`config.mk`:
```
export PLATFORM = sky130hd
export DESIGN_NAME = neuronSequencer
export DESIGN_NICKNAME = d
export VERILOG_FILES = /design/src/hw/neuronPkg.sv /design/src/hw/neuronSequencer.sv
export SDC_FILE = /design/constraint.sdc
export NUM_CORES = 1
export LEC_CHECK = 0
export BUFFER_PORTS_ARGS = -buffer_cell sky130_fd_sc_hd__buf_4
export CORE_ASPECT_RATIO = 1.25
export CORE_MARGIN = 2
export CORE_UTILIZATION = 30
export CTS_CLUSTER_DIAMETER = 120
export DETAILED_ROUTE_END_ITERATION = 6
export GPL_ROUTABILITY_DRIVEN = 0
export SYNTH_ARGS = -nofsm -noshare
export SYNTH_HDL_FRONTEND = slang
export SYNTH_SLANG_ARGS = --single-unit
```
`constraint.sdc`:
```
create_clock -name rawclk -period 2.33 [get_ports rawclk]
set_input_delay 0.3495 -clock rawclk [delete_from_list [all_inputs] [get_ports rawclk]]
set_output_delay 0.3495 -clock rawclk [all_outputs]
set_load 0.05 [all_outputs]
```
`src/hw/neuronPkg.sv`:
```
package neuronPkg;

    //////////////////////////////
    // word and pool geometry
    //////////////////////////////

    // Q2.16 signed fixed point
    localparam int DATA_W = 18;
    // wide intermediate for products and sums
    localparam int WIDE_W = 40;
    localparam int IDX_W = 4;
    localparam int POOL_SIZE = 16;

    //////////////////////////////
    // izhikevich constants
    //////////////////////////////

    // a = 0.125 and b = 0.25 as right shifts
    localparam logic [3:0] PARAM_A_SHIFT = 4'd3;
    localparam logic [3:0] PARAM_B_SHIFT = 4'd2;
    // reset potential, -0.65
    localparam logic signed [DATA_W-1:0] PARAM_C = 18'sh3_599A;
    // recovery bump, 0.08
    localparam logic signed [DATA_W-1:0] PARAM_D = 18'sh0_147A;
    // spike threshold, 0.30
    localparam logic signed [DATA_W-1:0] V_PEAK = 18'sh0_4CCC;
    // dt = 1/4
    localparam logic [3:0] TAU_SHIFT = 4'd2;
    // synaptic jump, 1/16 of full scale
    localparam logic signed [DATA_W-1:0] SYN_JUMP = 18'sh0_2000;
    localparam logic [3:0] SYN_DECAY_SHIFT = 4'd4;

    // saturation bounds of one data word, held wide
    localparam logic signed [WIDE_W-1:0] DATA_MAX = WIDE_W'(2 ** (DATA_W - 1) - 1);
    localparam logic signed [WIDE_W-1:0] DATA_MIN = -DATA_MAX - 40'sd1;

    // clamp a wide result back into one data word
    function automatic logic signed [DATA_W-1:0] satData(input logic signed [WIDE_W-1:0] x);
        logic signed [DATA_W-1:0] y;
        if (x > DATA_MAX)
            y = DATA_MAX[DATA_W-1:0];
        else if (x < DATA_MIN)
            y = DATA_MIN[DATA_W-1:0];
        else
            y = x[DATA_W-1:0];
        return y;
    endfunction

endpackage

```
`src/hw/neuronSequencer.sv`:
```
`timescale 1ns/1ps

module neuronSequencer import neuronPkg::*; (
    input  logic             rawclk,
    input  logic             rstN,
    input  logic [31:0]      halfCnt,
    output logic             step,
    output logic [1:0]       phase,
    output logic [IDX_W-1:0] neuronIndex,
    output logic             sweepDone
);

    logic [31:0] divCnt;

    //////////////////////////////
    // update-rate divider
    //////////////////////////////

    // step once every halfCnt+1 cycles
    always_ff @(posedge rawclk) begin
        if (!rstN) begin
            divCnt <= '0;
            step <= 1'b0;
        end else if (divCnt == 32'd0) begin
            divCnt <= halfCnt;
            step <= 1'b1;
        end else begin
            divCnt <= divCnt - 32'd1;
            step <= 1'b0;
        end
    end

    //////////////////////////////
    // phase and neuron index
    //////////////////////////////

    // 0 fetch, 1 read, 2 compute, 3 write
    always_ff @(posedge rawclk) begin
        if (!rstN) begin
            phase <= 2'd0;
            neuronIndex <= '0;
            sweepDone <= 1'b0;
        end else begin
            // last neuron leaving its write phase
            sweepDone <= step && (phase == 2'd3) && (neuronIndex == IDX_W'(POOL_SIZE - 1));
            if (step) begin
                phase <= phase + 2'd1;
                // phase wrap moves to the next neuron
                if (phase == 2'd3) begin
                    if (neuronIndex == IDX_W'(POOL_SIZE - 1))
                        neuronIndex <= '0;
                    else
                        neuronIndex <= neuronIndex + 1'b1;
                end
            end
        end
    end

endmodule

```
# [Word-level counts from Yosys, hierarchy flattened]
# Cells that the tools add are included.
[classes] n_reduce_logical=4 add_sub_neg=3 eq_ne=2 muxes=3
[ops] cell="zero test 32 bit" count=1
[ops] cell="2-to-1 mux 32 bit" count=1
[ops] cell="subtractor 32 x 1 -> 32 bit (second input constant)" count=1
[ops] cell="adder 4 x 1 -> 4 bit (second input constant)" count=1
[ops] cell="== test 4 bit (second input constant)" count=1
[ops] cell="2-to-1 mux 4 bit" count=1
[ops] cell="adder 2 x 1 -> 2 bit (second input constant)" count=1
[ops] cell="== test 2 bit (second input constant)" count=1
[ops] cell="logical AND 1 bit" count=2
[ops] cell="AND reduction 2 bit" count=1
[ops] cell="2-to-1 mux 1 bit" count=1
[totals] reg_bits=40 output_inout_bits=8 input_bits=34 wordCells=17

# [Longest topological paths before layout]
[depth] word_depth=3 mapped_depth=8 depth_no_buf=7

# [Least setup slack after synthesis]
# No wires, ideal clock.
[synth_path] path_kind="reg-to-reg" startpoint="register divCnt[16]" endpoint="register divCnt[10]" path_slack_ps=263 t_arrival_ps=1923 n_path_buf=2 stages_incl_launch_ff=8 path_cell_list="dfxtp_1 or4_1 buf_2 nor4_4 nand4_2 clkbuf_1 nor2_1 a211oi_2"
[synth_via] elab_chain_len=2
[synth_lines] element="start, declared" line="neuronSequencer.sv:13" source="logic [31:0] divCnt;"
[synth_lines] element="start signal, assigned" line="neuronSequencer.sv:25" source="divCnt <= halfCnt;"
[synth_lines] element="start signal, assigned" line="neuronSequencer.sv:28" source="divCnt <= divCnt - 32'd1;"
[synth_lines] element="zero test 32 bit" line="neuronSequencer.sv:24" source="end else if (divCnt == 32'd0) begin"
[synth_lines] element="2-to-1 mux 32 bit" line="neuronSequencer.sv:24"
# Every way passes these cells.
# A chain may end at the register's enable or synchronous reset.

# [Worst setup path after layout]
[layout_path] startpoint="register divCnt[16]" endpoint="register divCnt[3]"
# Same word-level chain as after synthesis.

==> key figures <==
Run status
  – Status: completed

Logic synthesis
  – Cells after Synth: 247
  – Count of state elements after synthesis: 40
  – Fraction of the yosys area taken by sequential cells: 37.58%
  – Top FF cell, synth: dfxtp_1
  – Mapped cell area: 2131 um^2
  – Yosys warnings: 0
  – EDFF count, synth: 0
  – Async S/R FF share, synth: 0%
  – Post-Synthesis Net Count: 285
  – Netlist cell types: 36
  – Synth Area per Inst: 8.627 um^2

Critical path
  – R2R Setup Slk: 230 ps
  – Worst setup path startpoint: divCnt[16]$_SDFF_PN0_
  – Startpoint Class: flop
  – Crit end category: flop
  – R2R Path Start: divCnt[16]$_SDFF_PN0_
  – Critical Path RT: 2550 ps
  – Kind of critical path: flop to flop
  – Worst-path fanout max: 36
  – CP Data Arrival Time: 2320 ps

Min path
  – HP Start: halfCnt[17]
  – Hold Path Class: primary input to flop

CTS
  – Reg clk slew, reported paths: 80 ps
  – Root Buffer: clkbuf_8
  – Maximum root-to-sink buffer count: 2
  – TritonCTS Sinks: 40
  – Cts-stage hold buffer count: 0
  – Post-cts gate resize count: 0
  – # Post-CTS Setup Buffers: 0
  – Clock Latency Late Sink: 290 ps
  – CTS H-tree lvls: 2
  – Total CTS buffers: 5
  – CTS tree: yes

Die
  – Core area: 6934 um^2
  – Chip width: 79.38 um
  – DIE HEIGHT: 98.23 um
  – DIE AREA: 7797 um^2
  – Ports: 42
  – Starting Density: 30.73%
  – Row count: 34

Power
  – PD cells: 1103 nW/um^2
  – Internal power: 1725 uW
  – LEAKAGE: 0.0009996 uW
  – VDD IR max: 0.4259 mV
  – Sequential share of power: 35.5%
  – Gate power share: 49.2%
  – Clock power frac: 15.2%
  – Net Switching: 1173 uW
  – Net Sw Frac: 40.48%

STA
  – Min Hold Slack: 318.8 ps
  – Fmax: 0.4758 GHz
  – Slew HR: 60.73%
  – Final min period: 2102 ps
  – Setup Skew: 2.976 ps
  – RSZ-0062 raised after global routing: no
  – Hold Violations, Final: 0
  – Max Slew Vio Count: 0
  – Worst-Margin Slew: 588.4 ps
  – Final period util: 90.20%
  – Final setup vio count: 0
  – Setup_tns: 0 ps

Cells and area
  – # fillers: 725
  – Fin cells: 379
  – Nets: 327
  – Most common cell after layout, fill and taps aside: buf_4
  – Synthesis-to-finish area growth: 23.31%
  – Commonest cells after routing, fill and taps aside: 49 x buf_4, 40 x dfxtp_1, 30 x nor2_1
  – Layout cell share with drive strength beyond 1: 24.91%
  – Ant. Diodes: 0

Placed design
  – Placed Instances: 372
  – I/O Buffers: 41
  – DPL Wire Length: 3.579 mm

Drt
  – DRC: 0
  – Vias per cell: 5.029
  – Final Routed Wirelength: 4.918 mm
  – Remaining antenna violation count after routing: 0
  – DR vias: 1906
  – Starting DRT DRC Count: 65
  – DR pass1 iterations: 4
  – Routed len/inst: 12.98 um

Flow run
  – Max-Cap Viols: 0

GRT
  – Initial antenna violation count: 0
  – Total track usage: 13.79%
  – Largest net degree at the start of global routing: 37
  – First-pass GRT wire length: 8.556 mm
  – Vias in the first global route: 1870
  – Remaining global-route overflow: 0
[final cells by class]
class                           instances  area (um^2)  area share [%]
Clock buffer                            6        72.57           2.762
Clock inverter                          1        5.005          0.1905
Inverter                                3        11.26          0.4286
Multi-Input combinational cell        190         1257           47.86
Sequential cell                        40        800.8           30.48
Tap cell                               90        112.6           4.286
Timing Repair Buffer                   49        367.9           14.00
[critical path, cell delays in order (launching register included)]
cell	delay [ps]
dfxtp_1	340
or4_1	620
nor4_4	320
nand4_2	120
buf_4	280
and3_1	200
nor3_1	140
[per-stage QoR]
stage | power (uW) | cell area, um^2 | setup slack (ps) | utilization [%]
floorplan | 2132 | 2131 | 262.6 | -
global placement | 2455 | 2550 | 285.2 | 36.77
detailed placement | 2474 | 2550 | 230.3 | 36.77
CTS | 2927 | 2628 | 217.2 | 37.89
global route | 3140 | 2628 | 29.88 | 37.89
finish | 2898 | 2628 | 228.4 | 37.89
[state kept, by name, indices dropped and copies added, names as in the netlist]
signal / cells
divCnt: 32
phase: 2
neuronIndex: 4
step: 1
sweepDone: 1
[power groups by stage]
stage / registers, uW / logic, uW / clock network [uW]
floorplan: 1000 / 1130 / 0
global placement: 1040 / 1420 / 0
detailed placement: 1040 / 1430 / 0
CTS: 1030 / 1440 / 459
global route: 1050 / 1600 / 486
finish: 1030 / 1430 / 442
[per-layer routing]
layer	global-route usage, %	up-vias	part of all wire (%)
li1	-	975	-
met1	16.05	887	44
met2	23.86	34	50
met3	2.865	10	3.6
met4	6.499	0	2.4
met5	0	-	0
[cell families (layout without fill, tap and decap cells)]
logic type               count (synthesis)  count (layout)  share of synthesized area [%]
adder cells (fa/ha/maj)                  4               4                          2.349
AND/OR/NAND/NOR                         98              98                          25.19
XOR/XNOR                                30              30                          12.33
buffers and inverters                   17              59                          3.406
multiplexers                             2               2                         0.9396
AO/OA/AOI/OAI                           56              56                          18.20
flip-flops                              40              40                          37.58
[worst paths after layout]
check / endpoint / cells after the start
worst min-delay path: divCnt[17]$_SDFF_PN0_ / 3
worst max register to register: divCnt[3]$_SDFF_PN0_ / 6
worst max-delay path: divCnt[3]$_SDFF_PN0_ / 6
worst min register to register: sweepDone$_SDFF_PN0_ / 2
[Yosys cell counts (all sizes together) (2+ instances only)]
| library cell | count | area (um^2) |
|---|---|---|
| buf | 5 | 27.53 |
| a21oi | 22 | 110.1 |
| nor2 | 30 | 112.6 |
| xor2 | 12 | 105.1 |
| and3 | 2 | 12.51 |
| dfxtp | 40 | 800.8 |
| o21ai | 18 | 90.08 |
| nand3 | 10 | 50.05 |
| mux2i | 2 | 20.02 |
| ha | 4 | 50.05 |
| xnor2 | 18 | 157.7 |
| nand4 | 5 | 37.53 |
| nor4 | 12 | 90.09 |
| inv | 3 | 11.26 |
| clkbuf | 9 | 33.78 |
| nor3 | 12 | 60.06 |
| or4 | 5 | 37.54 |
| a211oi | 13 | 162.7 |
| nand2 | 7 | 26.28 |
| or3 | 6 | 37.54 |
Power figures use the tool's default switching activity.
