===== src/hw/neuronPkg.sv =====
package neuronPkg;

    //////////////////////////////
    // word and pool geometry
    //////////////////////////////

    // Q2.16 signed fixed point
    localparam int DATA_W = 18;
    // wide intermediate for products and sums
    localparam int WIDE_W = 40;
    localparam int IDX_W = 4;
    localparam int POOL_SIZE = 16;

    //////////////////////////////
    // izhikevich constants
    //////////////////////////////

    // a = 0.125 and b = 0.25 as right shifts
    localparam logic [3:0] PARAM_A_SHIFT = 4'd3;
    localparam logic [3:0] PARAM_B_SHIFT = 4'd2;
    // reset potential, -0.65
    localparam logic signed [DATA_W-1:0] PARAM_C = 18'sh3_599A;
    // recovery bump, 0.08
    localparam logic signed [DATA_W-1:0] PARAM_D = 18'sh0_147A;
    // spike threshold, 0.30
    localparam logic signed [DATA_W-1:0] V_PEAK = 18'sh0_4CCC;
    // dt = 1/4
    localparam logic [3:0] TAU_SHIFT = 4'd2;
    // synaptic jump, 1/16 of full scale
    localparam logic signed [DATA_W-1:0] SYN_JUMP = 18'sh0_2000;
    localparam logic [3:0] SYN_DECAY_SHIFT = 4'd4;

    // saturation bounds of one data word, held wide
    localparam logic signed [WIDE_W-1:0] DATA_MAX = WIDE_W'(2 ** (DATA_W - 1) - 1);
    localparam logic signed [WIDE_W-1:0] DATA_MIN = -DATA_MAX - 40'sd1;

    // clamp a wide result back into one data word
    function automatic logic signed [DATA_W-1:0] satData(input logic signed [WIDE_W-1:0] x);
        logic signed [DATA_W-1:0] y;
        if (x > DATA_MAX)
            y = DATA_MAX[DATA_W-1:0];
        else if (x < DATA_MIN)
            y = DATA_MIN[DATA_W-1:0];
        else
            y = x[DATA_W-1:0];
        return y;
    endfunction

endpackage


===== src/hw/busPkg.sv =====
package busPkg;

    //////////////////////////////
    // wishbone geometry
    //////////////////////////////

    localparam int WB_ADDR_W = 4;
    localparam int WB_DATA_W = 32;

    //////////////////////////////
    // register map
    //////////////////////////////

    // read/write control registers
    localparam logic [WB_ADDR_W-1:0] REG_HALF_CNT = 4'h0;
    localparam logic [WB_ADDR_W-1:0] REG_RATE = 4'h1;
    localparam logic [WB_ADDR_W-1:0] REG_PPS_COEF = 4'h2;
    localparam logic [WB_ADDR_W-1:0] REG_GAIN = 4'h3;
    // read only, spikes clear on read
    localparam logic [WB_ADDR_W-1:0] REG_SPIKES = 4'h4;
    localparam logic [WB_ADDR_W-1:0] REG_SWEEPS = 4'h5;

    // divider value after reset
    localparam logic [WB_DATA_W-1:0] HALF_CNT_RESET = 32'd3;

endpackage


===== src/hw/poolConfig.sv =====
`timescale 1ns/1ps

module poolConfig import neuronPkg::*, busPkg::*; (
    input  logic                 rawclk,
    input  logic                 rstN,
    input  logic                 wbCyc,
    input  logic                 wbStb,
    input  logic                 wbWe,
    input  logic [WB_ADDR_W-1:0] wbAdr,
    input  logic [WB_DATA_W-1:0] wbDatW,
    input  logic                 spikeIn,
    input  logic                 sweepDone,
    output logic [WB_DATA_W-1:0] wbDatR,
    output logic                 wbAck,
    output logic [31:0]          halfCnt,
    output logic [DATA_W-1:0]    afferentDrive,
    output logic [DATA_W-1:0]    gain
);

    logic [WB_DATA_W-1:0]   rate;
    logic [WB_DATA_W-1:0]   ppsCoef;
    logic [WB_DATA_W-1:0]   gainReg;
    logic [WB_DATA_W-1:0]   spikeCnt;
    logic [WB_DATA_W-1:0]   sweepCnt;
    logic [2*WB_DATA_W-1:0] driveProd;
    logic                   req;
    logic                   readSpikes;

    // new request, ack goes out next edge
    assign req = wbCyc & wbStb & ~wbAck;
    assign readSpikes = req & ~wbWe & (wbAdr == REG_SPIKES);
    assign gain = gainReg[DATA_W-1:0];

    // afferent drive = rate * coefficient, clamped to positive max
    always_comb begin
        driveProd = rate * ppsCoef;
        if (|driveProd[2*WB_DATA_W-1:DATA_W-1])
            afferentDrive = DATA_MAX[DATA_W-1:0];
        else
            afferentDrive = driveProd[DATA_W-1:0];
    end

    //////////////////////////////
    // control registers, counters
    //////////////////////////////

    always_ff @(posedge rawclk) begin
        if (!rstN) begin
            wbAck <= 1'b0;
            halfCnt <= HALF_CNT_RESET;
            rate <= '0;
            ppsCoef <= '0;
            gainReg <= '0;
            spikeCnt <= '0;
            sweepCnt <= '0;
        end else begin
            wbAck <= req;
            // writes land on the ack edge, read-only offsets dropped
            if (req && wbWe) begin
                case (wbAdr)
                    REG_HALF_CNT: halfCnt <= wbDatW;
                    REG_RATE:     rate <= wbDatW;
                    REG_PPS_COEF: ppsCoef <= wbDatW;
                    REG_GAIN:     gainReg <= wbDatW;
                    default:      ;
                endcase
            end
            // clear on read, a coincident spike still counts
            if (readSpikes)
                spikeCnt <= WB_DATA_W'(spikeIn);
            else
                spikeCnt <= spikeCnt + WB_DATA_W'(spikeIn);
            sweepCnt <= sweepCnt + WB_DATA_W'(sweepDone);
        end
    end

    // read data, valid together with ack
    always_ff @(posedge rawclk) begin
        if (req) begin
            case (wbAdr)
                REG_HALF_CNT: wbDatR <= halfCnt;
                REG_RATE:     wbDatR <= rate;
                REG_PPS_COEF: wbDatR <= ppsCoef;
                REG_GAIN:     wbDatR <= gainReg;
                REG_SPIKES:   wbDatR <= spikeCnt;
                REG_SWEEPS:   wbDatR <= sweepCnt;
                default:      wbDatR <= '0;
            endcase
        end
    end

endmodule


===== config.mk =====
export PLATFORM = sky130hd
export DESIGN_NAME = poolConfig
export DESIGN_NICKNAME = d
export VERILOG_FILES = /design/src/hw/neuronPkg.sv /design/src/hw/busPkg.sv /design/src/hw/poolConfig.sv
export SDC_FILE = /design/constraint.sdc
export NUM_CORES = 2
export LEC_CHECK = 0
export BUFFER_PORTS_ARGS = -buffer_cell sky130_fd_sc_hd__buf_4
export CAP_MARGIN = 20
export CORE_UTILIZATION = 50
export DETAILED_ROUTE_END_ITERATION = 8
export GPL_TIMING_DRIVEN = 0
export PLACE_DENSITY = 0.66
export SYNTH_ARGS = -nofsm -noshare
export SYNTH_HDL_FRONTEND = slang
export SYNTH_SLANG_ARGS = --single-unit
export TNS_END_PERCENT = 30

===== constraint.sdc =====
create_clock -name rawclk -period 14.17 [get_ports rawclk]
set_input_delay 2.834 -clock rawclk [delete_from_list [all_inputs] [get_ports rawclk]]
set_output_delay 2.834 -clock rawclk [all_outputs]
set_load 0.01 [all_outputs]

Yosys cells after proc, flatten, opt, wreduce, memory -nomap -nowiden
Cells that the tools add are included.

Register bits after elaboration: 225. Bits of input ports: 43. Output and inout port bits: 101. Logic and storage cells: 35.

Add/subtract/negate cells: 2. Multipliers: 1. Equal/unequal tests: 5. Multiplexer cells: 3. Bitwise gates (word level): 7. Reduce and logical (&&, ||, !) cells: 8.

Operator list (count): $pmux W32 S6 (1); $add A32 B1 Y32 (2); $mul A32 B32 Y64 (1); $reduce_or A47 Y1 (1); $mux W18 (1); $eq A4 B2 Y1 const B (2); $eq A4 B3 Y1 const B (2); $reduce_and A2 Y1 (4); $and A1 B1 Y1 (4); $eq A4 B1 Y1 const B (1); $logic_not A4 Y1 (1); $not A1 Y1 (3); $reduce_or A2 Y1 (1); $logic_and A1 B1 Y1 (1); $mux W1 (1).

Longest topological paths before layout
Depth after elaboration: 5. Mapped depth: 31. Gate-level depth less buffers: 26.

Least setup slack after synthesis
OpenSTA, ideal clock, no wires.

Path type: reg-to-output. Start point: reg rate[13]. End point: out afferentDrive[10]. Arrival: 8.002 ns. Required time: 11.336 ns. Setup slack: 3.334 ns. Stages on the path, launching flop included: 25. Buffers on the path: 4. Path through: dfxtp_1 clkbuf_1 clkbuf_1 nand2_1 fa_1 fa_1 fa_1 fa_1 fa_1 fa_1 fa_1 fa_1 inv_1 ha_1 clkbuf_1 nand4_1 or3_2 o21ai_0 o31ai_2 xnor2_1 or4_1 or4_4 nor4_4 buf_6 nand2_1.

Cells in the longest elaborated chain, start to end: 3.

RTL lines: start: declaration (RTL line poolConfig.sv:20) `logic [WB_DATA_W-1:0] rate;`; start signal: assignment (RTL line poolConfig.sv:62) `REG_RATE: rate <= wbDatW;`; $mul A32 B32 Y64 (RTL line poolConfig.sv:36) `driveProd = rate * ppsCoef;`; $reduce_or A47 Y1 (RTL line poolConfig.sv:37) `if (|driveProd[2*WB_DATA_W-1:DATA_W-1])`; $mux W18 (RTL line poolConfig.sv:37); end: declaration (RTL line poolConfig.sv:16) `output logic [DATA_W-1:0] afferentDrive,`.

No other way between the ends.

Final worst setup path
Start point: reg ppsCoef[11]. End point: out afferentDrive[9].

Cells in the longest elaborated chain, start to end: 3.

RTL lines: start: declaration (RTL line poolConfig.sv:21) `logic [WB_DATA_W-1:0] ppsCoef;`; start signal: assignment (RTL line poolConfig.sv:63) `REG_PPS_COEF: ppsCoef <= wbDatW;`; $mul A32 B32 Y64 (RTL line poolConfig.sv:36); $reduce_or A47 Y1 (RTL line poolConfig.sv:37); $mux W18 (RTL line poolConfig.sv:37).

No other way between the ends.

==> reports/results.tsv <==
stage	metric	value	unit
logic_synthesis	mean post-synth cell area	9.05	um2
timing	Final Hold Viols	0	
logic_synthesis	Post-Syn Area	42600	um2
global_route	vias in the first global route	35700	
logic_synthesis	Most used DFF post-synth	dfxtp_1	
timing	Least-Margin Pin Slew	1240	ps
placed_design	pre-CTS setup slack	865	ps
die	Initial Util	50.7	%
worst_setup_path	Crit Path Max Fanout	10	
clock_network	clk buf depth	3	
die	Core ar.	84000	um2
drt	drt first pass iters	5	
worst_setup_path	CP peak stage delay	950	ps
global_route	largest net degree at the start of global routing	33	
finish	Nets	6076	
finish	Syn-to-layout area delta	7.45	%
die	chip height	294	um
logic_synthesis	Seq/Total Area, Yosys	11.3	%
clock_network	CTS tree	yes	
timing	Setup Skew	13.0	ps
worst_hold_path	path type of the worst min-delay path	reg2reg	
timing	fin crit period	14000	ps
finish	share of cells above drive strength 1	4.83	%
placed_design	hpwl dp	127	mm
drt	routed via count	35300	
logic_synthesis	syn nets	5914	
worst_setup_path	Top delay family on crit path	adder cells	
finish	most common cell after layout, fill and taps aside	nand2_1	
placed_design	placed insts	5984	
clock_network	CTS H-tree lvls	1	
power	Pleak	15.5	nW
timing	Final period util	98.8	%
drt	WL final	150	mm
worst_setup_path	CP Capture Type	output pin	
drt	wire per inst	24.9	um
worst_setup_path	Slowest cell on crit path	dfxtp_1	
clock_network	cell chosen for the clock root	clkbuf_16	
finish	commonest non-fill, non-tap cells in the layout	1,008 x nand2_1, 896 x fa_1, 546 x inv_1, 432 x and2_1, 312 x clkbuf_1	
power	Peak supply drop	78.5	uV
global_route	gr usage total	35.1	%
logic_synthesis	synth unique cells	79	
worst_setup_path	required time worst endpoint	11340	ps
drt	DRC errors left	0	
worst_setup_path	Startpoint Class	register	
timing	Slew Viols, Final	0	
drt	DRT iter0 DRCs	3706	
clock_network	Worst-path clk slew	70	ps
clock_network	Num CTS Buffers	19	
run_status	status	finished, final reports clean	
timing	RSZ-0062 raised after global routing	false	
finish	non-filler cells, final	6027	
clock_network	Hold-fix buffers, CTS	0	
clock_network	CTS Sinks	225	
logic_synthesis	Post-synth EDFFs	32	
worst_setup_path	most frequent CP cell	fa_1	
global_route	total gr overflow	0	
logic_synthesis	Mapped Cells	4708	
die	die width	294	um
timing	Peak Freq	71.4	MHz
logic_synthesis	asr flop ratio synth	0	%
logic_synthesis	#FFs+latches synth	225	
worst_setup_path	Reg2Reg Setup Slack	11150	ps
power	Power per Cell Area	28.3	nW/um2
drt	Antenna Nets Post-Route	0	
job	Max Cap Viol	0	
timing	Final WS setup	174	ps
worst_setup_path	crit path DAT	11160	ps
logic_synthesis	Synth warnings	0	
die	I/O pins	144	
timing	sum of negative setup slack	0	ps
timing	minimum hold slack	472	ps
global_route	initial antenna violation count	9	
worst_setup_path	Buf/Inv on CP	5	
die	Site Rows	106	
placed_design	I/O Buffers	138	
timing	max_slew headroom	17.1	%
placed_design	gpl congestion	1.03	
clock_network	Clock Latency Late Sink	500	ps
global_route	first-pass GRT wire length	223	mm
timing	setup violators final	0	
drt	routed vias/inst	5.86	
worst_setup_path	Crit Path Class	reg2out	
die	full die area	86400	um2
==> metal layers <==
layer	track usage, %	routed length [um]	up-vias	share of wire, %
met2	53.0	65800	1830	44
li1	-	-	15100	-
met5	0	43	-	0.029
met3	9.04	16000	431	11
met1	46.9	58600	18000	39
met4	17.6	9350	6	6.2
==> cells by family after synthesis <==
| kind of cell | synth area share, % |
|---|---|
| flip-flops | 11.3 |
| AND/OR/NAND/NOR | 19.9 |
| multiplexers | 0.0940 |
| buffers and inverters | 8.33 |
| adder cells (fa/ha/maj) | 50.0 |
| AO/OA/AOI/OAI | 8.57 |
| other | 0.00880 |
| XOR/XNOR | 1.79 |
==> cell usage after synthesis (all sizes together) (42+ instances only) <==
cell type	number	area share [%]
dfxtp	193	9.1
and2	432	6.3
nand2	1008	8.9
fa	896	42
nand4	45	0.68
ha	267	7.8
xnor2	42	0.86
a21oi	96	1.2
a21boi	138	2.4
inv	546	4.8
o21ai	69	0.82
nor2	90	0.79
nand3	87	1.0
a22oi	100	1.8
xor2	45	0.93
clkbuf	316	2.9
==> layout make-up <==
type / count / area (um2)
Clock inverter: 8 / 88.8
Multi-Input combinational cell: 3585 / 34200
Fill cell: 7751 / 38200
Timing Repair Buffer: 142 / 1070
Sequential cell: 225 / 4820
Tap cell: 1134 / 1420
Antenna cell: 11 / 27.5
Buffer: 351 / 1500
Inverter: 546 / 2050
Clock buffer: 25 / 561
==> state kept, by name, summed over array words and instances (netlist names) <==
| signal | cells |
|---|---|
| ppsCoef | 32 |
| gainReg | 32 |
| wbDatR | 32 |
| sweepCnt | 32 |
| halfCnt | 32 |
| wbAck | 1 |
| spikeCnt | 32 |
| rate | 32 |
==> final timing paths <==
kind / from / end / cells past startpoint
hold reg to reg: gainReg[31] / gainReg[31] / 2
setup / recovery: ppsCoef[11] / afferentDrive[9] / 25
setup reg to reg: sweepCnt[3] / sweepCnt[31] / 9
hold / removal: gainReg[31] / gainReg[31] / 2
==> power by group <==
part	total, mW	internal [mW]	switching, mW
clock network	0.562	0.316	0.246
logic	0.0776	0.0266	0.0510
registers	0.657	0.652	0.00493
total	1.30	0.994	0.302
==> stage by stage <==
step	total power [mW]	area [um2]	utilization, %
after floorplan	0.702	42600	-
after global placement	0.746	45100	53.7
after detailed placement	0.747	45100	53.7
after CTS	1.30	45700	54.5
after global routing	1.34	45700	54.5
final	1.30	45800	54.5
==> what timing repair did <==
item                       CTS  global route
setup buffers                0             0
setup endpoints to repair    0            17
gates resized for setup      0             1
==> worst reg2reg max path: cells and delay by family (launching register included) <==
| family | cells | cell delay, ps |
|---|---|---|
| XOR/XNOR | 1 | 210 |
| flip-flops | 1 | 450 |
| AND/OR/NAND/NOR | 8 | 2280 |
Power figures use the tool's default switching activity.
