==> src/hw/neuronPkg.sv <==
package neuronPkg;

    //////////////////////////////
    // word and pool geometry
    //////////////////////////////

    // Q2.16 signed fixed point
    localparam int DATA_W = 18;
    // wide intermediate for products and sums
    localparam int WIDE_W = 40;
    localparam int IDX_W = 4;
    localparam int POOL_SIZE = 16;

    //////////////////////////////
    // izhikevich constants
    //////////////////////////////

    // a = 0.125 and b = 0.25 as right shifts
    localparam logic [3:0] PARAM_A_SHIFT = 4'd3;
    localparam logic [3:0] PARAM_B_SHIFT = 4'd2;
    // reset potential, -0.65
    localparam logic signed [DATA_W-1:0] PARAM_C = 18'sh3_599A;
    // recovery bump, 0.08
    localparam logic signed [DATA_W-1:0] PARAM_D = 18'sh0_147A;
    // spike threshold, 0.30
    localparam logic signed [DATA_W-1:0] V_PEAK = 18'sh0_4CCC;
    // dt = 1/4
    localparam logic [3:0] TAU_SHIFT = 4'd2;
    // synaptic jump, 1/16 of full scale
    localparam logic signed [DATA_W-1:0] SYN_JUMP = 18'sh0_2000;
    localparam logic [3:0] SYN_DECAY_SHIFT = 4'd4;

    // saturation bounds of one data word, held wide
    localparam logic signed [WIDE_W-1:0] DATA_MAX = WIDE_W'(2 ** (DATA_W - 1) - 1);
    localparam logic signed [WIDE_W-1:0] DATA_MIN = -DATA_MAX - 40'sd1;

    // clamp a wide result back into one data word
    function automatic logic signed [DATA_W-1:0] satData(input logic signed [WIDE_W-1:0] x);
        logic signed [DATA_W-1:0] y;
        if (x > DATA_MAX)
            y = DATA_MAX[DATA_W-1:0];
        else if (x < DATA_MIN)
            y = DATA_MIN[DATA_W-1:0];
        else
            y = x[DATA_W-1:0];
        return y;
    endfunction

endpackage

==> src/hw/izhNeuron.sv <==
`timescale 1ns/1ps

module izhNeuron import neuronPkg::*; (
    input  logic                     rawclk,
    input  logic                     rstN,
    input  logic                     step,
    input  logic [1:0]               phase,
    input  logic [IDX_W-1:0]         neuronIndex,
    input  logic signed [DATA_W-1:0] current,
    output logic                     spike
);

    // per-neuron membrane potential and recovery
    logic signed [DATA_W-1:0] vMem [POOL_SIZE];
    logic signed [DATA_W-1:0] uMem [POOL_SIZE];

    logic [IDX_W-1:0]         addr;
    logic signed [DATA_W-1:0] vCur;
    logic signed [DATA_W-1:0] uCur;
    logic signed [DATA_W-1:0] vNext;
    logic signed [DATA_W-1:0] uNext;
    logic                     fired;

    logic signed [WIDE_W-1:0] vSq;
    logic signed [WIDE_W-1:0] dv;
    logic signed [WIDE_W-1:0] du;
    logic signed [WIDE_W-1:0] vSum;
    logic signed [WIDE_W-1:0] uSum;
    logic signed [WIDE_W-1:0] uBump;

    //////////////////////////////
    // euler step, all wide
    //////////////////////////////

    always_comb begin
        // Q4.32 square
        vSq = vCur * vCur;
        // >>16 back to Q2.16, <<2 for the factor 4
        dv = (vSq >>> 14) + vCur - uCur + current;
        vSum = vCur + (dv >>> TAU_SHIFT);
        // a * (b*v - u)
        du = ((vCur >>> PARAM_B_SHIFT) - uCur) >>> PARAM_A_SHIFT;
        uSum = uCur + (du >>> TAU_SHIFT);
        // recovery after a spike
        uBump = uNext + PARAM_D;
    end

    // spike presented for the whole write slot
    assign spike = fired && (phase == 2'd3);

    //////////////////////////////
    // four-phase update
    //////////////////////////////

    always_ff @(posedge rawclk) begin
        if (!rstN) begin
            for (int i = 0; i < POOL_SIZE; i++) begin
                vMem[i] <= PARAM_C;
                uMem[i] <= '0;
            end
            fired <= 1'b0;
        end else if (step) begin
            case (phase)
                // latch the neuron address
                2'd0: addr <= neuronIndex;
                // pull state out of memory
                2'd1: begin
                    vCur <= vMem[addr];
                    uCur <= uMem[addr];
                end
                // compute and test threshold
                2'd2: begin
                    vNext <= satData(vSum);
                    uNext <= satData(uSum);
                    fired <= (vSum >= V_PEAK);
                end
                // write back, reset on spike
                default: begin
                    if (fired) begin
                        vMem[addr] <= PARAM_C;
                        uMem[addr] <= satData(uBump);
                    end else begin
                        vMem[addr] <= vNext;
                        uMem[addr] <= uNext;
                    end
                end
            endcase
        end
    end

endmodule

==> config.mk <==
export PLATFORM = sky130hd
export DESIGN_NAME = izhNeuron
export DESIGN_NICKNAME = d
export VERILOG_FILES = /design/src/hw/neuronPkg.sv /design/src/hw/izhNeuron.sv
export SDC_FILE = /design/constraint.sdc
export NUM_CORES = 2
export LEC_CHECK = 0
export BUFFER_PORTS_ARGS = -buffer_cell sky130_fd_sc_hd__buf_4
export CORE_UTILIZATION = 40
export DETAILED_ROUTE_END_ITERATION = 8
export PLACE_DENSITY = 0.57
export SYNTH_ARGS = -nofsm -noshare
export SYNTH_HDL_FRONTEND = slang
export SYNTH_SLANG_ARGS = --single-unit
==> constraint.sdc <==
create_clock -name rawclk -period 14.7 [get_ports rawclk]
set_input_delay 0.735 -clock rawclk [delete_from_list [all_inputs] [get_ports rawclk]]
set_output_delay 0.735 -clock rawclk [all_outputs]
set_load 0.005 [all_outputs]
---- After elaboration in Yosys (flattened, before gate mapping) ----
Memories as Yosys holds them, arrays and structs flattened. A register that Yosys moved wholly into a read port is not among the register bits.
Index checks and enable logic that the tools add are counted.
word-level totals
  memories ................................ 2
  word-level logic and storage cells ...... 62
  output and inout port bits .............. 1
  latch bits .............................. 0
  memory bits (writable) .................. 576
  ROM bits ................................ 0
  bits in registers ....................... 41
cells by class
  equality and inequality tests ........... 3
  add/sub/neg operators ................... 7
  bitwise operators ....................... 2
  divide/modulo/power cells ............... 0
  magnitude comparators ................... 7
  reduce and logical (&&, ||, !) cells .... 9
  shift-type cells ........................ 0
  multiply operators ...................... 1
  muxes and demuxes ....................... 27
memory list
  name  depth  width  read ports  clocked after Yosys merged registers in  write ports  RTL line         text
  uMem  16     18     1           1                                        16           izhNeuron.sv:15  logic signed [DATA_W-1:0] uMem [POOL_SIZE];
  vMem  16     18     1           1                                        16           izhNeuron.sv:14  logic signed [DATA_W-1:0] vMem [POOL_SIZE];
operators by type and width
  operator                                                                               number
  18-bit 2-to-1 mux                                                                      12
  19-bit by 18-bit greater-than comparator with 1-bit output, second input constant      2
  19-bit by 18-bit < comparator with 1-bit output, second input constant                 2
  18-bit by 18-bit multiplier with 36-bit output                                         1
  18-bit OR reduction                                                                    2
  24-bit by 18-bit adder with 25-bit output                                              1
  18-bit by 23-bit adder with 24-bit output                                              1
  24-bit by 16-bit greater-or-equal comparator with 1-bit output, second input constant  1
  24-bit by 18-bit greater-than comparator with 1-bit output, second input constant      1
  24-bit by 18-bit < comparator with 1-bit output, second input constant                 1
  23-bit by 18-bit subtractor with 24-bit output                                         1
  22-bit by 18-bit adder with 23-bit output                                              1
  18-bit by 14-bit adder with 19-bit output                                              1
  18-bit by 14-bit adder with 19-bit output, second input constant                       1
  16-bit by 18-bit subtractor with 19-bit output                                         1
  1-bit 2-to-1 mux                                                                       13
  3-bit AND reduction                                                                    3
  4-bit 2-to-1 mux                                                                       2
  2-bit == test, second input constant                                                   2
  3-bit OR reduction                                                                     1
  2-bit by 1-bit == test with 1-bit output, second input constant                        1
  2-bit zero test                                                                        1
  1-bit OR                                                                               2
  2-bit AND reduction                                                                    1
  1-bit logical AND                                                                      1

---- Depth between registers and ports, before layout ----
  depth in word-level cells ............... 10
  depth in mapped cells ................... 49
  gate-level depth less buffers ........... 47

---- Worst setup path after synthesis ----
No wires, ideal clock.
  path kind ............................... reg-to-reg
  start ................................... register vCur[17] (read register of vMem)
  end ..................................... register vNext[11] (data pin)
  required time ........................... 14.429 ns
  path buffers ............................ 4
  cell stages (with the launch flop) ...... 47
  arrival time ............................ 10.447 ns
  path slack .............................. 3.982 ns
  clock period less this slack ............ 10.718 ns
  cell sequence ........................... edfxtp_1 clkbuf_1 inv_1 clkbuf_1 nor2_1 fa_1 inv_1 fa_1 inv_1 fa_1 fa_1 fa_1 inv_1 fa_1 inv_1 ha_1 nor2b_1 o21ai_0 [11 not listed] a221o_1 a21oi_1 o211ai_1 a21oi_1 xnor2_1 ha_1 clkbuf_1 a21o_1 a21o_1 a21oi_1 o21ai_0 a41oi_1 nand2_1 a22oi_1 o211ai_1 o21ai_2 clkbuf_1 o21ai_0
on the way
  longest elaborated chain between the ends .. 7
  elaborated cells on any way between the ends .. 8
ends and longest elaborated chain
  item                                             RTL line         text
  from (decl)                                      izhNeuron.sv:18  logic signed [DATA_W-1:0] vCur;
  18-bit by 18-bit multiplier with 36-bit output   izhNeuron.sv:37  vSq = vCur * vCur;
  22-bit by 18-bit adder with 23-bit output        izhNeuron.sv:39  dv = (vSq >>> 14) + vCur - uCur + current;
  23-bit by 18-bit subtractor with 24-bit output   izhNeuron.sv:39
  24-bit by 18-bit adder with 25-bit output        izhNeuron.sv:39
  18-bit by 23-bit adder with 24-bit output (*)    izhNeuron.sv:40  vSum = vCur + (dv >>> TAU_SHIFT);
  24-bit by 18-bit < comparator with 1-bit output  neuronPkg.sv:42  else if (x < DATA_MIN)
  18-bit 2-to-1 mux                                neuronPkg.sv:42
  to (signal assigned)                             izhNeuron.sv:73  vNext <= satData(vSum);
  to (decl)                                        izhNeuron.sv:20  logic signed [DATA_W-1:0] vNext;
Mark *: on every way between the ends. The rest lies on a longest branch, timed or not.
A chain may end at the register's enable or synchronous reset.

---- Final worst setup path ----
  start ................................... register vCur[10] (read register of vMem)
  end ..................................... register vNext[7] (data pin)
The elaborated chain is that of the path after synthesis.

==> run_results.csv <==
group,metric,value,unit
synthesis,yosysUniqueCellTypes,82,
synthesis,netlist_area,0.0432,mm²
sta,setup_tns,0,ps
grt,gr-total-overflow,0,
clock_network,clk-insertion-delay-late,620,ps
finish,final_nets,4158,
detailed_routing,wl_per_cell,23.0,µm
critical_path,critPathLaunchType,"flop",
sta,timing.fmax,78.6,MHz
synthesis,async_reset_ff_share,0,%
detailed_routing,ant_nets,0,
clock_network,cts_tree,"built",
clock_network,cts_made_buffers,66,
critical_path,critPathMaxFanout,17,
clock_network,clk_pin_slew,60,ps
place,dp_hpwl,77200,µm
critical_path,crit_type,"reg -> reg",
critical_path,worst-path-buf-inv,5,
die,floorplan.rows,120,
sta,fin_crit_sh,86.6,%
critical_path,worstSetupEndpointType,"flop",
synthesis,ys_seq_area_share,45.3,%
sta,drv_slew,0,
synthesis,syn_inst,3614,
detailed_routing,remaining_drc_errors,0,
critical_path,crit_family,"compound AO/OA/AOI/OAI gates",
job,max-cap-violations,0,
critical_path,crit_path_max_incr_delay,930,ps
clock_network,cts-hold-fix-buffers,0,
finish,layout-drive-gt1-share,11.5,%
synthesis,synth_top_area_cell,"edfxtp_1",
die,start_util,40.4,%
place,place_ws,2090,ps
sta,worst_pin_slew,1420,ps
grt,grt_start_max_net_pins,110,
finish,fin_util,44.0,%
grt,grt_pass1_wl,177000,µm
die,pin_count,28,
synthesis,synthMostInstantiatedCell,"edfxtp_1",
outcome,status,"finished, final reports clean",
sta,setup_viol_count_final,0,
place,io_buffers,27,
critical_path,worst-endpoint-arrival,13040,ps
die,core-area,0.107,mm²
detailed_routing,routed_wl,117000,µm
die,die_h,331,µm
detailed_routing,drt-vias-per-instance,5.42,
clock_network,cts.sinks,653,
critical_path,worstPathRequired,15020,ps
synthesis,synth_edf_count,652,
sta,fin_ws,1980,ps
clock_network,cts_setup_buffers,0,
sta,period_needed,12720,ps
detailed_routing,drtPass1Iterations,5,
grt,antenna_found_initial,0,
synthesis,syn_avg_cell_area,12.0,µm²
synthesis,yosys-top-cells-area,"edfxtp_1, fa_1, mux4_2, ha_1, nor2_1",
die,die_x,331,µm
die,die_area,0.109,mm²
finish,fill_cells,9831,
synthesis,synth_common_cells,"edfxtp_1, nor2_1, inv_1",
synthesis,synth_ff_type,"edfxtp_1",
place,routabilityCongestion,0.873,
grt,grt_pass1_vias,28200,
critical_path,cp_slowest_cell,"edfxtp_1",
detailed_routing,drt-initial-drc-count,2805,
clock_network,cts_buffer_depth,3,
sta,finalHoldViolCount,0,
min_path,hold_class,"in -> reg",
sta,skew,26.0,ps
finish,area_delta_synth_final,9.05,%
sta,whs,290,ps
critical_path,crit_path_frequent_cell,"fa_1",
synthesis,synth_top_area_share,45.3,%
synthesis,ys_ff_latch,653,
synthesis,syn-num-nets,4166,
sta,rsz0062_at_grt,"no",
clock_network,cts_resized,0,
clock_network,htree_levels,3,
sta,relSlewSlack,5.15,%
synthesis,ys_warn_count,0,
detailed_routing,via_count,27400,
clock_network,clockRootBuffer,"clkbuf_16",
grt,grtUsageTotal,21.8,%
area by class of cell:
cell class | instances | area (µm²) | area share [%]
multi-input cells | 2263 | 21000 | 44.6
flip-flops and latches | 653 | 19600 | 41.6
inverters | 536 | 2010 | 4.27
clock buffers | 83 | 1790 | 3.80
well taps | 1403 | 1760 | 3.72
repair buffers | 86 | 658 | 1.40
clock inverters | 34 | 297 | 0.629
diodes | 2 | 5.00 | 0.0106
placed cells by master (no fill, tap or decap), types with 7 or more instances in the layout:
cell         n
nand2b_1    18
o21ai_0     64
nor2_1     577
a21oi_1    104
fa_1       336
nor3_2       8
ha_1       189
nand3_1     33
xnor2_1     57
mux4_2     180
inv_1      528
clkbuf_16   69
xor2_1      28
edfxtp_1   652
or3_1        7
nand2_1    356
clkinv_1    23
buf_4       85
nor3_1      21
o21bai_1     8
nand4_1      8
o21ai_1      7
a31oi_1      7
o211ai_1    15
clkinv_2     8
a21o_1      44
nand2_2     17
o31ai_1     13
a211oi_1     8
o21a_1      23
nor2b_1     19
clkbuf_1    13
path summary, 6_finish.rpt:
check	start	end	slack (ps)	cells past startpoint
worst min-delay path	neuronIndex[0]	addr[0]$_DFFE_PP_	290	1
worst max-delay path	vCur[10]$_DFFE_PP_	vNext[7]$_SDFFCE_PN1P_	1980	40
worst max register to register	vCur[10]$_DFFE_PP_	vNext[7]$_SDFFCE_PN1P_	1980	40
worst min register to register	vNext[14]$_SDFFCE_PN1P_	vMem[2][14]$_SDFFCE_PN1P_	830	3
metal layers:
| metal | routed length, µm | GRT usage [%] |
|---|---|---|
| met1 | 49800 | 30.8 |
| met2 | 56200 | 35.8 |
| met3 | 8440 | 2.70 |
| met4 | 2240 | 5.03 |
| met5 | 0 | 0 |
metrics by stage:
stage          instances  instance area (µm²)
2_1_floorplan       3614                43200
3_3_place_gp        4941                45000
3_5_place_dp        4941                45000
4_1_cts             5058                47100
5_1_grt             5058                47100
6_report            5060                47100
cells by family (layout without fill, tap and decap cells):
family / Yosys count / in the layout / share of synthesized area, %
buf+inv: 698 / 739 / 6.21
mux: 186 / 186 / 9.52
xor+xnor: 85 / 85 / 1.72
flops: 653 / 653 / 45.3
fa+ha+maj: 527 / 527 / 21.1
other cells: 0 / 2 / 0
compound gates: 363 / 363 / 5.73
simple gates: 1102 / 1102 / 10.4
registers in the layout, indices dropped and copies added, names as in the netlist:
| name | flops |
|---|---|
| addr | 4 |
| vCur | 18 |
| uNext | 18 |
| vMem | 288 |
| fired | 1 |
| vNext | 18 |
| uMem | 288 |
| uCur | 18 |
Power is not shown: default switching activity piles up to over one toggle a cycle in this logic, so the estimate is an artifact.
