**config.mk**
```make
export PLATFORM = sky130hd
export DESIGN_NAME = synapseDecay
export DESIGN_NICKNAME = d
export VERILOG_FILES = /design/src/hw/neuronPkg.sv /design/src/hw/synapseDecay.sv
export SDC_FILE = /design/constraint.sdc
export NUM_CORES = 1
export LEC_CHECK = 0
export ABC_AREA = 1
export BUFFER_PORTS_ARGS = -buffer_cell sky130_fd_sc_hd__clkbuf_2
export CAP_MARGIN = 0
export CELL_PAD_IN_SITES_DETAIL_PLACEMENT = 1
export CELL_PAD_IN_SITES_GLOBAL_PLACEMENT = 1
export CORE_MARGIN = 8
export CORE_UTILIZATION = 30
export CTS_CLUSTER_DIAMETER = 30
export DETAILED_ROUTE_END_ITERATION = 12
export PLACE_DENSITY = 0.6
export SETUP_SLACK_MARGIN = 0.05
export SLEW_MARGIN = 15
export SYNTH_ARGS = -nofsm -noshare
export SYNTH_HDL_FRONTEND = slang
export SYNTH_SLANG_ARGS = --single-unit
```
**constraint.sdc**
```tcl
create_clock -name rawclk -period 2.9 [get_ports rawclk]
set_input_delay 0.435 -clock rawclk [delete_from_list [all_inputs] [get_ports rawclk]]
set_output_delay 0.435 -clock rawclk [all_outputs]
set_load 0.05 [all_outputs]
```
**src/hw/neuronPkg.sv**
```systemverilog
package neuronPkg;

    //////////////////////////////
    // word and pool geometry
    //////////////////////////////

    // Q2.16 signed fixed point
    localparam int DATA_W = 18;
    // wide intermediate for products and sums
    localparam int WIDE_W = 40;
    localparam int IDX_W = 4;
    localparam int POOL_SIZE = 16;

    //////////////////////////////
    // izhikevich constants
    //////////////////////////////

    // a = 0.125 and b = 0.25 as right shifts
    localparam logic [3:0] PARAM_A_SHIFT = 4'd3;
    localparam logic [3:0] PARAM_B_SHIFT = 4'd2;
    // reset potential, -0.65
    localparam logic signed [DATA_W-1:0] PARAM_C = 18'sh3_599A;
    // recovery bump, 0.08
    localparam logic signed [DATA_W-1:0] PARAM_D = 18'sh0_147A;
    // spike threshold, 0.30
    localparam logic signed [DATA_W-1:0] V_PEAK = 18'sh0_4CCC;
    // dt = 1/4
    localparam logic [3:0] TAU_SHIFT = 4'd2;
    // synaptic jump, 1/16 of full scale
    localparam logic signed [DATA_W-1:0] SYN_JUMP = 18'sh0_2000;
    localparam logic [3:0] SYN_DECAY_SHIFT = 4'd4;

    // saturation bounds of one data word, held wide
    localparam logic signed [WIDE_W-1:0] DATA_MAX = WIDE_W'(2 ** (DATA_W - 1) - 1);
    localparam logic signed [WIDE_W-1:0] DATA_MIN = -DATA_MAX - 40'sd1;

    // clamp a wide result back into one data word
    function automatic logic signed [DATA_W-1:0] satData(input logic signed [WIDE_W-1:0] x);
        logic signed [DATA_W-1:0] y;
        if (x > DATA_MAX)
            y = DATA_MAX[DATA_W-1:0];
        else if (x < DATA_MIN)
            y = DATA_MIN[DATA_W-1:0];
        else
            y = x[DATA_W-1:0];
        return y;
    endfunction

endpackage

```
**src/hw/synapseDecay.sv**
```systemverilog
`timescale 1ns/1ps

module synapseDecay import neuronPkg::*; (
    input  logic                     rawclk,
    input  logic                     rstN,
    input  logic                     step,
    input  logic [1:0]               phase,
    input  logic [IDX_W-1:0]         neuronIndex,
    input  logic                     spikeIn,
    output logic signed [DATA_W-1:0] current
);

    // one postsynaptic current per neuron
    logic signed [DATA_W-1:0] curMem [POOL_SIZE];

    logic [IDX_W-1:0]         addr;
    logic signed [DATA_W-1:0] curReg;
    logic signed [DATA_W-1:0] jump;
    logic signed [WIDE_W-1:0] curSum;

    // decay by 1/16 then add the jump on a spike
    always_comb begin
        jump = spikeIn ? SYN_JUMP : '0;
        curSum = curReg - (curReg >>> SYN_DECAY_SHIFT) + jump;
    end

    // value read in phase 1, seen by the motoneuron compute
    assign current = curReg;

    //////////////////////////////
    // read phase 1, write phase 3
    //////////////////////////////

    always_ff @(posedge rawclk) begin
        if (!rstN) begin
            for (int i = 0; i < POOL_SIZE; i++) begin
                curMem[i] <= '0;
            end
            curReg <= '0;
        end else if (step) begin
            case (phase)
                2'd0: addr <= neuronIndex;
                2'd1: curReg <= curMem[addr];
                // new spike only shows up next sweep
                2'd3: curMem[addr] <= satData(curSum);
                default: ;
            endcase
        end
    end

endmodule

```
== Word-level counts from Yosys, hierarchy flattened ==
Memory sizes are Yosys's and may differ from the RTL's. A register that Yosys moved wholly into a read port is not among the register bits.
Index checks and enable logic that the tools add are counted.

* Flip-flop bits (word level): 4
* Latch bits: 0
* Bits in writable memories: 288
* Memory bits (read-only): 0
* Input port bits: 10
* Output and inout port bits: 18
* Logic and storage cells: 27
* Memories kept: 1

{| class="wikitable"
|+ Memories
! name !! words !! bits a word !! read ports !! clocked after Yosys merged registers in !! wr ports !! RTL line !! source
|-
| curMem || 16 || 18 || 1 || 1 || 16 || synapseDecay.sv:14 || <nowiki>logic signed [DATA_W-1:0] curMem [POOL_SIZE];</nowiki>
|}

* $add $sub $neg: 2
* Multipliers: 0
* Divide/modulo/power cells: 0
* $lt $le $gt $ge: 2
* Equality and inequality tests: 2
* Shift-type cells: 0
* Muxes and demuxes: 14
* Bitwise gates (word level): 0
* Reductions and logical operators: 5

{| class="wikitable"
|+ Operators with widths
! cell !! number
|-
| 2-to-1 mux 18 bit || 6
|-
| adder 19 x 15 -> 20 bit || 1
|-
| > comparator 20 x 18 -> 1 bit (second input constant) || 1
|-
| < comparator 20 x 18 -> 1 bit (second input constant) || 1
|-
| subtractor 18 x 14 -> 19 bit || 1
|-
| OR reduction 18 bit || 1
|-
| 2-to-1 mux 14 bit || 1
|-
| 2-to-1 mux 1 bit || 6
|-
| 2-to-1 mux 4 bit || 1
|-
| AND reduction 3 bit || 1
|-
| equality test 2 x 1 -> 1 bit (second input constant) || 1
|-
| equality test 2 bit (second input constant) || 1
|-
| zero test 2 bit || 1
|-
| AND reduction 2 bit || 1
|-
| zero test 1 bit || 1
|}

== Longest topological paths before layout ==
Gate-level depths: netlist of the first run.

* Depth in word-level cells: 9
* Depth in mapped cells: 18
* Gate-level depth less buffers: 15

== Worst setup path after synthesis of the first run ==
No wires, ideal clock.

* Path kind: reg-to-reg
* From: register curReg[17] (netlist: current[17]) (read register of curMem)
* To: memory curMem[4][4] (data pin)
* Library setup time: 270 ps
* Arrival time: 2819 ps
* Data required time: 2630 ps
* Setup slack: -189 ps
* Cell stages (with the launch flop): 16
* Path buffers: 2
* Period minus slack after synthesis: 3089 ps
* Cell sequence: dfxtp_1 > inv_1 > fa_1 > ha_1 > nand2_1 > inv_1 > nand2_1 > inv_1 > a21oi_2 > nand3_4 > inv_2 > nand2_4 > buf_8 > nand2_4 > buf_6 > a21oi_1

{| class="wikitable"
|+ RTL lines
! item !! RTL line !! source
|-
| from (decl) || synapseDecay.sv:17 || <nowiki>logic signed [DATA_W-1:0] curReg;</nowiki>
|-
| to (decl) || synapseDecay.sv:14 ||
|}

==> flow_summary_export.csv, run 1 <==
group,metric,value,unit
drt,num_vias,11970,
floorplanning,die_y,238.0,µm
min_path,hold_depth,1,
sta,slew_headroom,48.66,%
drt,ant_nets,0,
yosys,synth_adder_area_share,3.115,%
floorplanning,fp.coreArea,0.04875,mm²
floorplanning,start_util,30.32,%
global_route,grt_usage,17.85,%
place,placed_area,0.01639,mm²
yosys,synth_area,0.01478,mm²
clock_network,clk_pin_slew_worst_paths,0.04,ns
power_and_ir_drop,max-vdd-ir-drop,0.3881,mV
place,port_buffers,27,
critical_path,r2r_slack,0.09,ns
clock_network,cts.sinks,310,
critical_path,r2r_end,"curMem[3][3]",
sta,setup_viol_count_final,0,
sta,holdWs,0.04200,ns
drt,routed_via_density,5.349,
critical_path,critPathSlowestCell,"fa_1",
global_route,use_met3,3.588,%
yosys,synth_top_family_by_area,"compound AO/OA/AOI/OAI gates",
clock_network,cts_root_buf,"clkbuf_16",
critical_path,path_common_cell,"nand2_1",
floorplanning,die_area,0.05663,mm²
sta,worstMarginPinSlew,0.7682,ns
power_and_ir_drop,p_per_area,880.9,mW/mm²
yosys,ys_warn_count,0,
sta,fin_worst_skew,0.02922,ns
clock_network,htreeDepth,3,
global_route,antenna_found_initial,0,
clock_network,cts_tree,"yes",
critical_path,end_kind,"flop",
place,dpl.hpwl,31.74,mm
power_and_ir_drop,p_leak,7.926,nW
min_path,holdCritStartpoint,"neuronIndex[0]",
yosys,synth_edf_count,292,
yosys,syn-instance-count,1361,
sta,rsz0062_at_grt,"yes",
layout,n_fill_cell,5212,
run,cap_violations,0,
yosys,synthDistinctLibCells,29,
sta,clock.fmax,355.5,MHz
power_and_ir_drop,power,17.57,mW
clock_network,cts_buffer_depth,3,
layout,final-seq-area,0.009148,mm²
drt,wire_per_inst,24.03,µm
sta,fin_crit_sh,97.01,%
min_path,min_path_type,"in2reg",
place,post-place-ws,-0.1321,ns
global_route,use_met2,29.84,%
critical_path,crit_chain,"inv_4 > fa_1 > ha_4 > nand2_1 > nand2_1 > o21bai_2 > a21oi_2 > nand2_2 > nand3_2 > nand2_4 > buf_6 > buf_12 > clkbuf_16 > a21oi_1",
sta,fin_crit,2.813,ns
yosys,syn_nets,1406,
floorplanning,core.rowCount,81,
global_route,busiest_layer,"met2",
critical_path,path_class,"reg2reg",
yosys,ys_seq_area_share,61.76,%
floorplanning,pin_count,28,
drt,drtIter0Drc,970,
place,place.gp.congestion,0.8328,
global_route,grt.overflow.total,0,
min_path,hold_end,"addr[0]",
layout,fin_nets,1558,
yosys,ys_ff_latch,310,
critical_path,rr_worst_depth,14,
critical_path,startpoint_type,"flop",
layout,fin_util,40.91,%
yosys,yosys.area_share.simple,10.39,%
yosys,synth_compound_area_share,18.50,%
sta,slew_violations,0,
yosys,synth_mux_area_share,0,%
layout,areaGrowthSynthToFinish,34.91,%
global_route,grt_pass1_vias,12330,
critical_path,worstReg2RegStart,"current[17]",
drt,drc,0,
critical_path,worstPathRequired,3.30,ns
layout,design_area,0.01994,mm²
yosys,async_flop_share,0,%
yosys,syn_avg_cell_area,10.86,µm²
outcome,run_status,"finished, final reports clean",
floorplanning,dieWidth,238.0,µm
global_route,met1_usage,22.67,%
yosys,synthFlopType,"edfxtp_1",
layout,drive_above_1_share,23.57,%
critical_path,cp.arrival,3.21,ns
sta,hold_viol_final,0,
clock_network,clock_latency,0.59,ns
drt,dr.pass1.iters,5,
drt,totalWireLength,53.79,mm
clock_network,holdBufCountCts,0,
sta,timing.final.ws_setup,0.08680,ns
layout,antenna_cells,0,
critical_path,worst-path-max-fanout,6,
layout,multi_input_area,0.005097,mm²
global_route,grt_pass1_wl,76.65,mm
critical_path,max_stage_delay,0.58,ns
clock_network,cts_buffers,79,
global_route,grt_max_degree,39,
yosys,synth_xor_area_share,0.5333,%
==> stage by stage <==
stage	TNS [ns]	cells
3_3_place_gp	-17.71	2065
6_report	0	2238
2_1_floorplan	0	1361
3_5_place_dp	-21.19	2065
4_1_cts	0	2218
5_1_grt	0	2238
==> cells in the final DEF (no fill, tap or decap), types with 3 or more instances in the layout <==
cell type   count
buf_4          99
buf_16          7
nor2_1         57
a31oi_1        11
buf_6          12
nor2_4          3
clkbuf_2       27
dfxtp_2        12
a22oi_1       144
ha_4           14
clkbuf_1       14
buf_12         23
o21ai_0        19
nor3_1          4
a21oi_2         7
clkbuf_16      96
clkinvlp_4      7
nand2_1       245
nand2_4        12
dfxtp_1         5
xor2_1          9
clkinv_1       12
bufinv_16      10
a21oi_1       286
nand3_1        29
inv_1          53
edfxtp_1      292
ha_1           18
inv_2           4
nand2_2         6
nand3_2         4
clkinv_2       12
==> synth_stat cells, types with 18 or more instances <==
cell	instances	area [µm²]
a21oi_1	293	1466
edfxtp_1	292	8768
nand2_1	250	938.4
a22oi_1	144	1081
nor2_1	62	232.7
inv_1	57	214.0
clkbuf_1	48	180.2
buf_2	38	190.2
nand3_1	33	165.2
ha_1	32	400.4
buf_6	19	214.0
o21ai_0	19	95.09
dfxtp_1	18	360.4
==> routing by layer <==
layer | up-vias | share of wire, % | wire, µm
li1 | 5318 | - | -
met1 | 6153 | 42 | 22550
met2 | 404 | 49 | 26510
met3 | 97 | 6.1 | 3303
met4 | 0 | 2.7 | 1427
met5 | - | 0 | 0
==> worst max-delay path by stage <==
stage	slack, ns	from	depth (start not counted)	to
final	0.09	current[17]	14	curMem[3][3]
after global routing	0.002	current[17]	14	curMem[1][8]
after CTS	0.01	current[17]	16	curMem[3][3]
after detailed placement	-0.13	spikeIn	14	curMem[1][15]
after global placement	-0.1	spikeIn	14	curMem[3][15]
after floorplan	0.06	current[15]	14	curMem[4][4]
==> registers in the layout, summed over array words and instances, names as in the netlist <==
register,count
curMem,288
addr,4
current,18
==> cells by family after synthesis <==
logic type	Yosys count
fa+ha+maj	35
flops	310
buf+inv	170
compound gates	470
xor+xnor	9
simple gates	367
==> worst max-delay path: cells and delay by family (launching register included) <==
family	cells	cell delay, ns
AND/OR/NAND/NOR	5	0.43
buffers and inverters	4	0.49
flip-flops	1	0.35
AO/OA/AOI/OAI	3	0.57
adder cells (fa/ha/maj)	2	0.80
==> where the power goes <==
group          leakage (nW)  switching (mW)  internal [mW]
sequential             3.16          0.0649           5.07
combinational          3.51            2.37           1.44
clock                  1.26            2.64           5.98
==> cell type report <==
type | instances | area share, %
Inverter | 58 | 1.104
Timing Repair Buffer | 183 | 10.19
Sequential cell | 310 | 45.87
Clock inverter | 46 | 2.554
Tap cell | 664 | 4.166
Clock buffer | 96 | 10.55
Multi-Input combinational cell | 881 | 25.56
==> what timing repair did <==
item	4_1_cts	5_1_grt
pin swaps	3	16
buffers inserted	6	2
setup endpoints to repair	265	270
cloned	5	18
resized for setup	24	44
No activity file was read; power rests on OpenSTA's default activity.
==> inputs of run 2 (changes only) <==
- clock period: 2.9 -> 2.85 ns (I/O delays scaled with it)
==> flow_summary_export.csv, run 2 (synthesis gave the netlist of run 1 again) <==
group,metric,value,unit
layout,fin_util,44.10,%
critical_path,end_kind,"flop",
sta,fin_worst_skew,0.02320,ns
run,cap_violations,0,
clock_network,cts_tree,"yes",
critical_path,max_stage_delay,0.52,ns
drt,ant_nets,0,
critical_path,path_common_cell,"a21oi_1",
critical_path,critPathTopFamily,"adder cells",
clock_network,cts_root_buf,"clkbuf_16",
clock_network,cts.sinks,310,
place,port_buffers,27,
layout,antenna_cells,0,
power_and_ir_drop,p_per_area,909.0,mW/mm²
layout,n_fill_cell,5025,
power_and_ir_drop,p_leak,8.275,nW
place,place.gp.congestion,0.8417,
global_route,grt_max_degree,39,
layout,layout_commonest_cell,"edfxtp_1",
floorplanning,pin_count,28,
critical_path,critPathSlowestCell,"fa_1",
layout,max_flop_register,"curMem",
global_route,grt_usage,17.62,%
critical_path,path_class,"reg2reg",
floorplanning,die_area,0.05663,mm²
sta,fin_crit,2.913,ns
clock_network,cts_buffers,80,
global_route,grt_pass1_wl,76.42,mm
critical_path,critPathBufInv,5,
floorplanning,start_util,30.32,%
layout,areaGrowthSynthToFinish,45.42,%
critical_path,cp.arrival,3.24,ns
sta,setup_viol_count_final,126,
global_route,antenna_found_initial,0,
critical_path,crit_chain,"inv_6 > fa_1 > ha_4 > buf_6 > nand2_1 > o21bai_2 > a21oi_1 > nand2_2 > nand3_2 > nand2_4 > buf_12 > buf_16 > clkbuf_16 > a21oi_1",
sta,worstMarginPinSlew,0.5217,ns
layout,drive_above_1_share,36.61,%
layout,design_area,0.02150,mm²
power_and_ir_drop,max-vdd-ir-drop,0.4226,mV
sta,hold_viol_final,0,
sta,slew_violations,0,
floorplanning,dieWidth,238.0,µm
clock_network,cts_buffer_depth,3,
drt,routed_via_density,5.364,
sta,fin_crit_sh,102.2,%
sta,fin_tns_setup,-2.698,ns
layout,fin_nets,1590,
floorplanning,die_y,238.0,µm
sta,rsz0062_at_grt,"yes",
clock_network,clock_latency,0.61,ns
layout,final-seq-area,0.009151,mm²
drt,num_vias,12190,
critical_path,startpoint_type,"flop",
drt,dr.pass1.iters,5,
sta,slew_headroom,65.17,%
place,placed_area,0.01649,mm²
drt,wire_per_inst,25.02,µm
drt,drtIter0Drc,945,
floorplanning,fp.coreArea,0.04875,mm²
drt,totalWireLength,56.87,mm
floorplanning,core.rowCount,81,
drt,drc,0,
sta,clock.fmax,343.2,MHz
layout,largest_register_ffs,288,
sta,holdWs,0.3803,ns
critical_path,worst-path-max-fanout,7,
min_path,min_path_type,"in2reg",
global_route,grt_pass1_vias,12470,
clock_network,htreeDepth,3,
layout,most-common-layout-cells,"edfxtp_1 (292), nand2_1 (237), a21oi_2 (167)",
critical_path,worstPathRequired,3.17,ns
outcome,run_status,"finished with violations",
global_route,grt.overflow.total,0,
sta,timing.final.ws_setup,-0.06344,ns
layout,multi_input_area,0.005939,mm²
place,dp_cells,2074,
outcome,violations,"setup timing",
clock_network,clk_pin_slew_worst_paths,0.04,ns
layout,final_cells,2273,
place,dpl.hpwl,32.20,mm
run 2: changes by cell type in the layout (fill, tap and decap cells not counted), moves of 6 or more:
cell,before,now
nand2_8,0,7
clkbuf_16,96,109
buf_4,99,105
clkinv_2,12,21
ha_4,14,8
a21oi_4,1,17
clkbuf_1,14,5
a21oi_2,7,167
buf_12,23,32
nand2_1,245,237
a21oi_1,286,110
run 2: worst paths after layout:
check | end | from | cells past startpoint | slack [ns]
hold / removal | addr[3] | phase[0] | 3 | 0.38
setup reg to reg | curMem[6][2] | current[17] | 14 | -0.06
hold reg to reg | current[1] | current[1] | 2 | 0.56
setup / recovery | curMem[6][2] | current[17] | 14 | -0.06
run 2: power breakdown:
part	internal (mW)	switching (mW)	total, mW	leakage, nW
clock network	6.30	2.90	9.20	1.34
registers	5.16	0.0698	5.22	3.16
logic	2.01	3.10	5.11	3.78
run 2: per-layer routing:
| layer | vias up | wire length, µm | GRT usage [%] |
|---|---|---|---|
| met5 | - | 0 | 0 |
| met3 | 107 | 3551 | 3.346 |
| met1 | 6270 | 23410 | 22.18 |
| met2 | 434 | 27950 | 29.77 |
| li1 | 5382 | - | - |
| met4 | 0 | 1956 | 6.811 |
run 2: through the flow:
| step | setup WS (ns) | power, mW |
|---|---|---|
| finish | -0.06344 | 19.54 |
| detailed placement | -0.2779 | 8.293 |
| global route | -0.1540 | 20.08 |
| global placement | -0.1927 | 8.255 |
| floorplan | 0.06233 | 6.954 |
| CTS | 0.007546 | 17.71 |
run 2: worst reg2reg max path: stages, from the launching register on:
cell and delay [ns]:
dfxtp_4 0.36, inv_6 0.05, fa_1 0.52, ha_4 0.33, buf_6 0.11, nand2_1 0.07, o21bai_2 0.16, a21oi_1 0.10
nand2_2 0.13, nand3_2 0.12, nand2_4 0.11, buf_12 0.15, buf_16 0.16, clkbuf_16 0.19, a21oi_1 0.07
run 2: layout make-up:
| cell class | count | share of cell area [%] |
|---|---|---|
| inverter | 58 | 1.036 |
| clock buffer | 85 | 9.400 |
| timing repair buffer | 214 | 12.14 |
| multi-input combinational | 881 | 27.63 |
| clock inverter | 61 | 3.359 |
| sequential | 310 | 42.57 |
| tap | 664 | 3.865 |
run 2: what timing repair did:
item / 4_1_cts / 5_1_grt
setup endpoints to repair: 272 / 272
resized for setup: 28 / 263
hold buffers: 4 / 0
buffers inserted: 4 / 12
endpoints found under the hold margin: 4 / 0
pin swaps: 0 / 13
gates cloned: 1 / 33
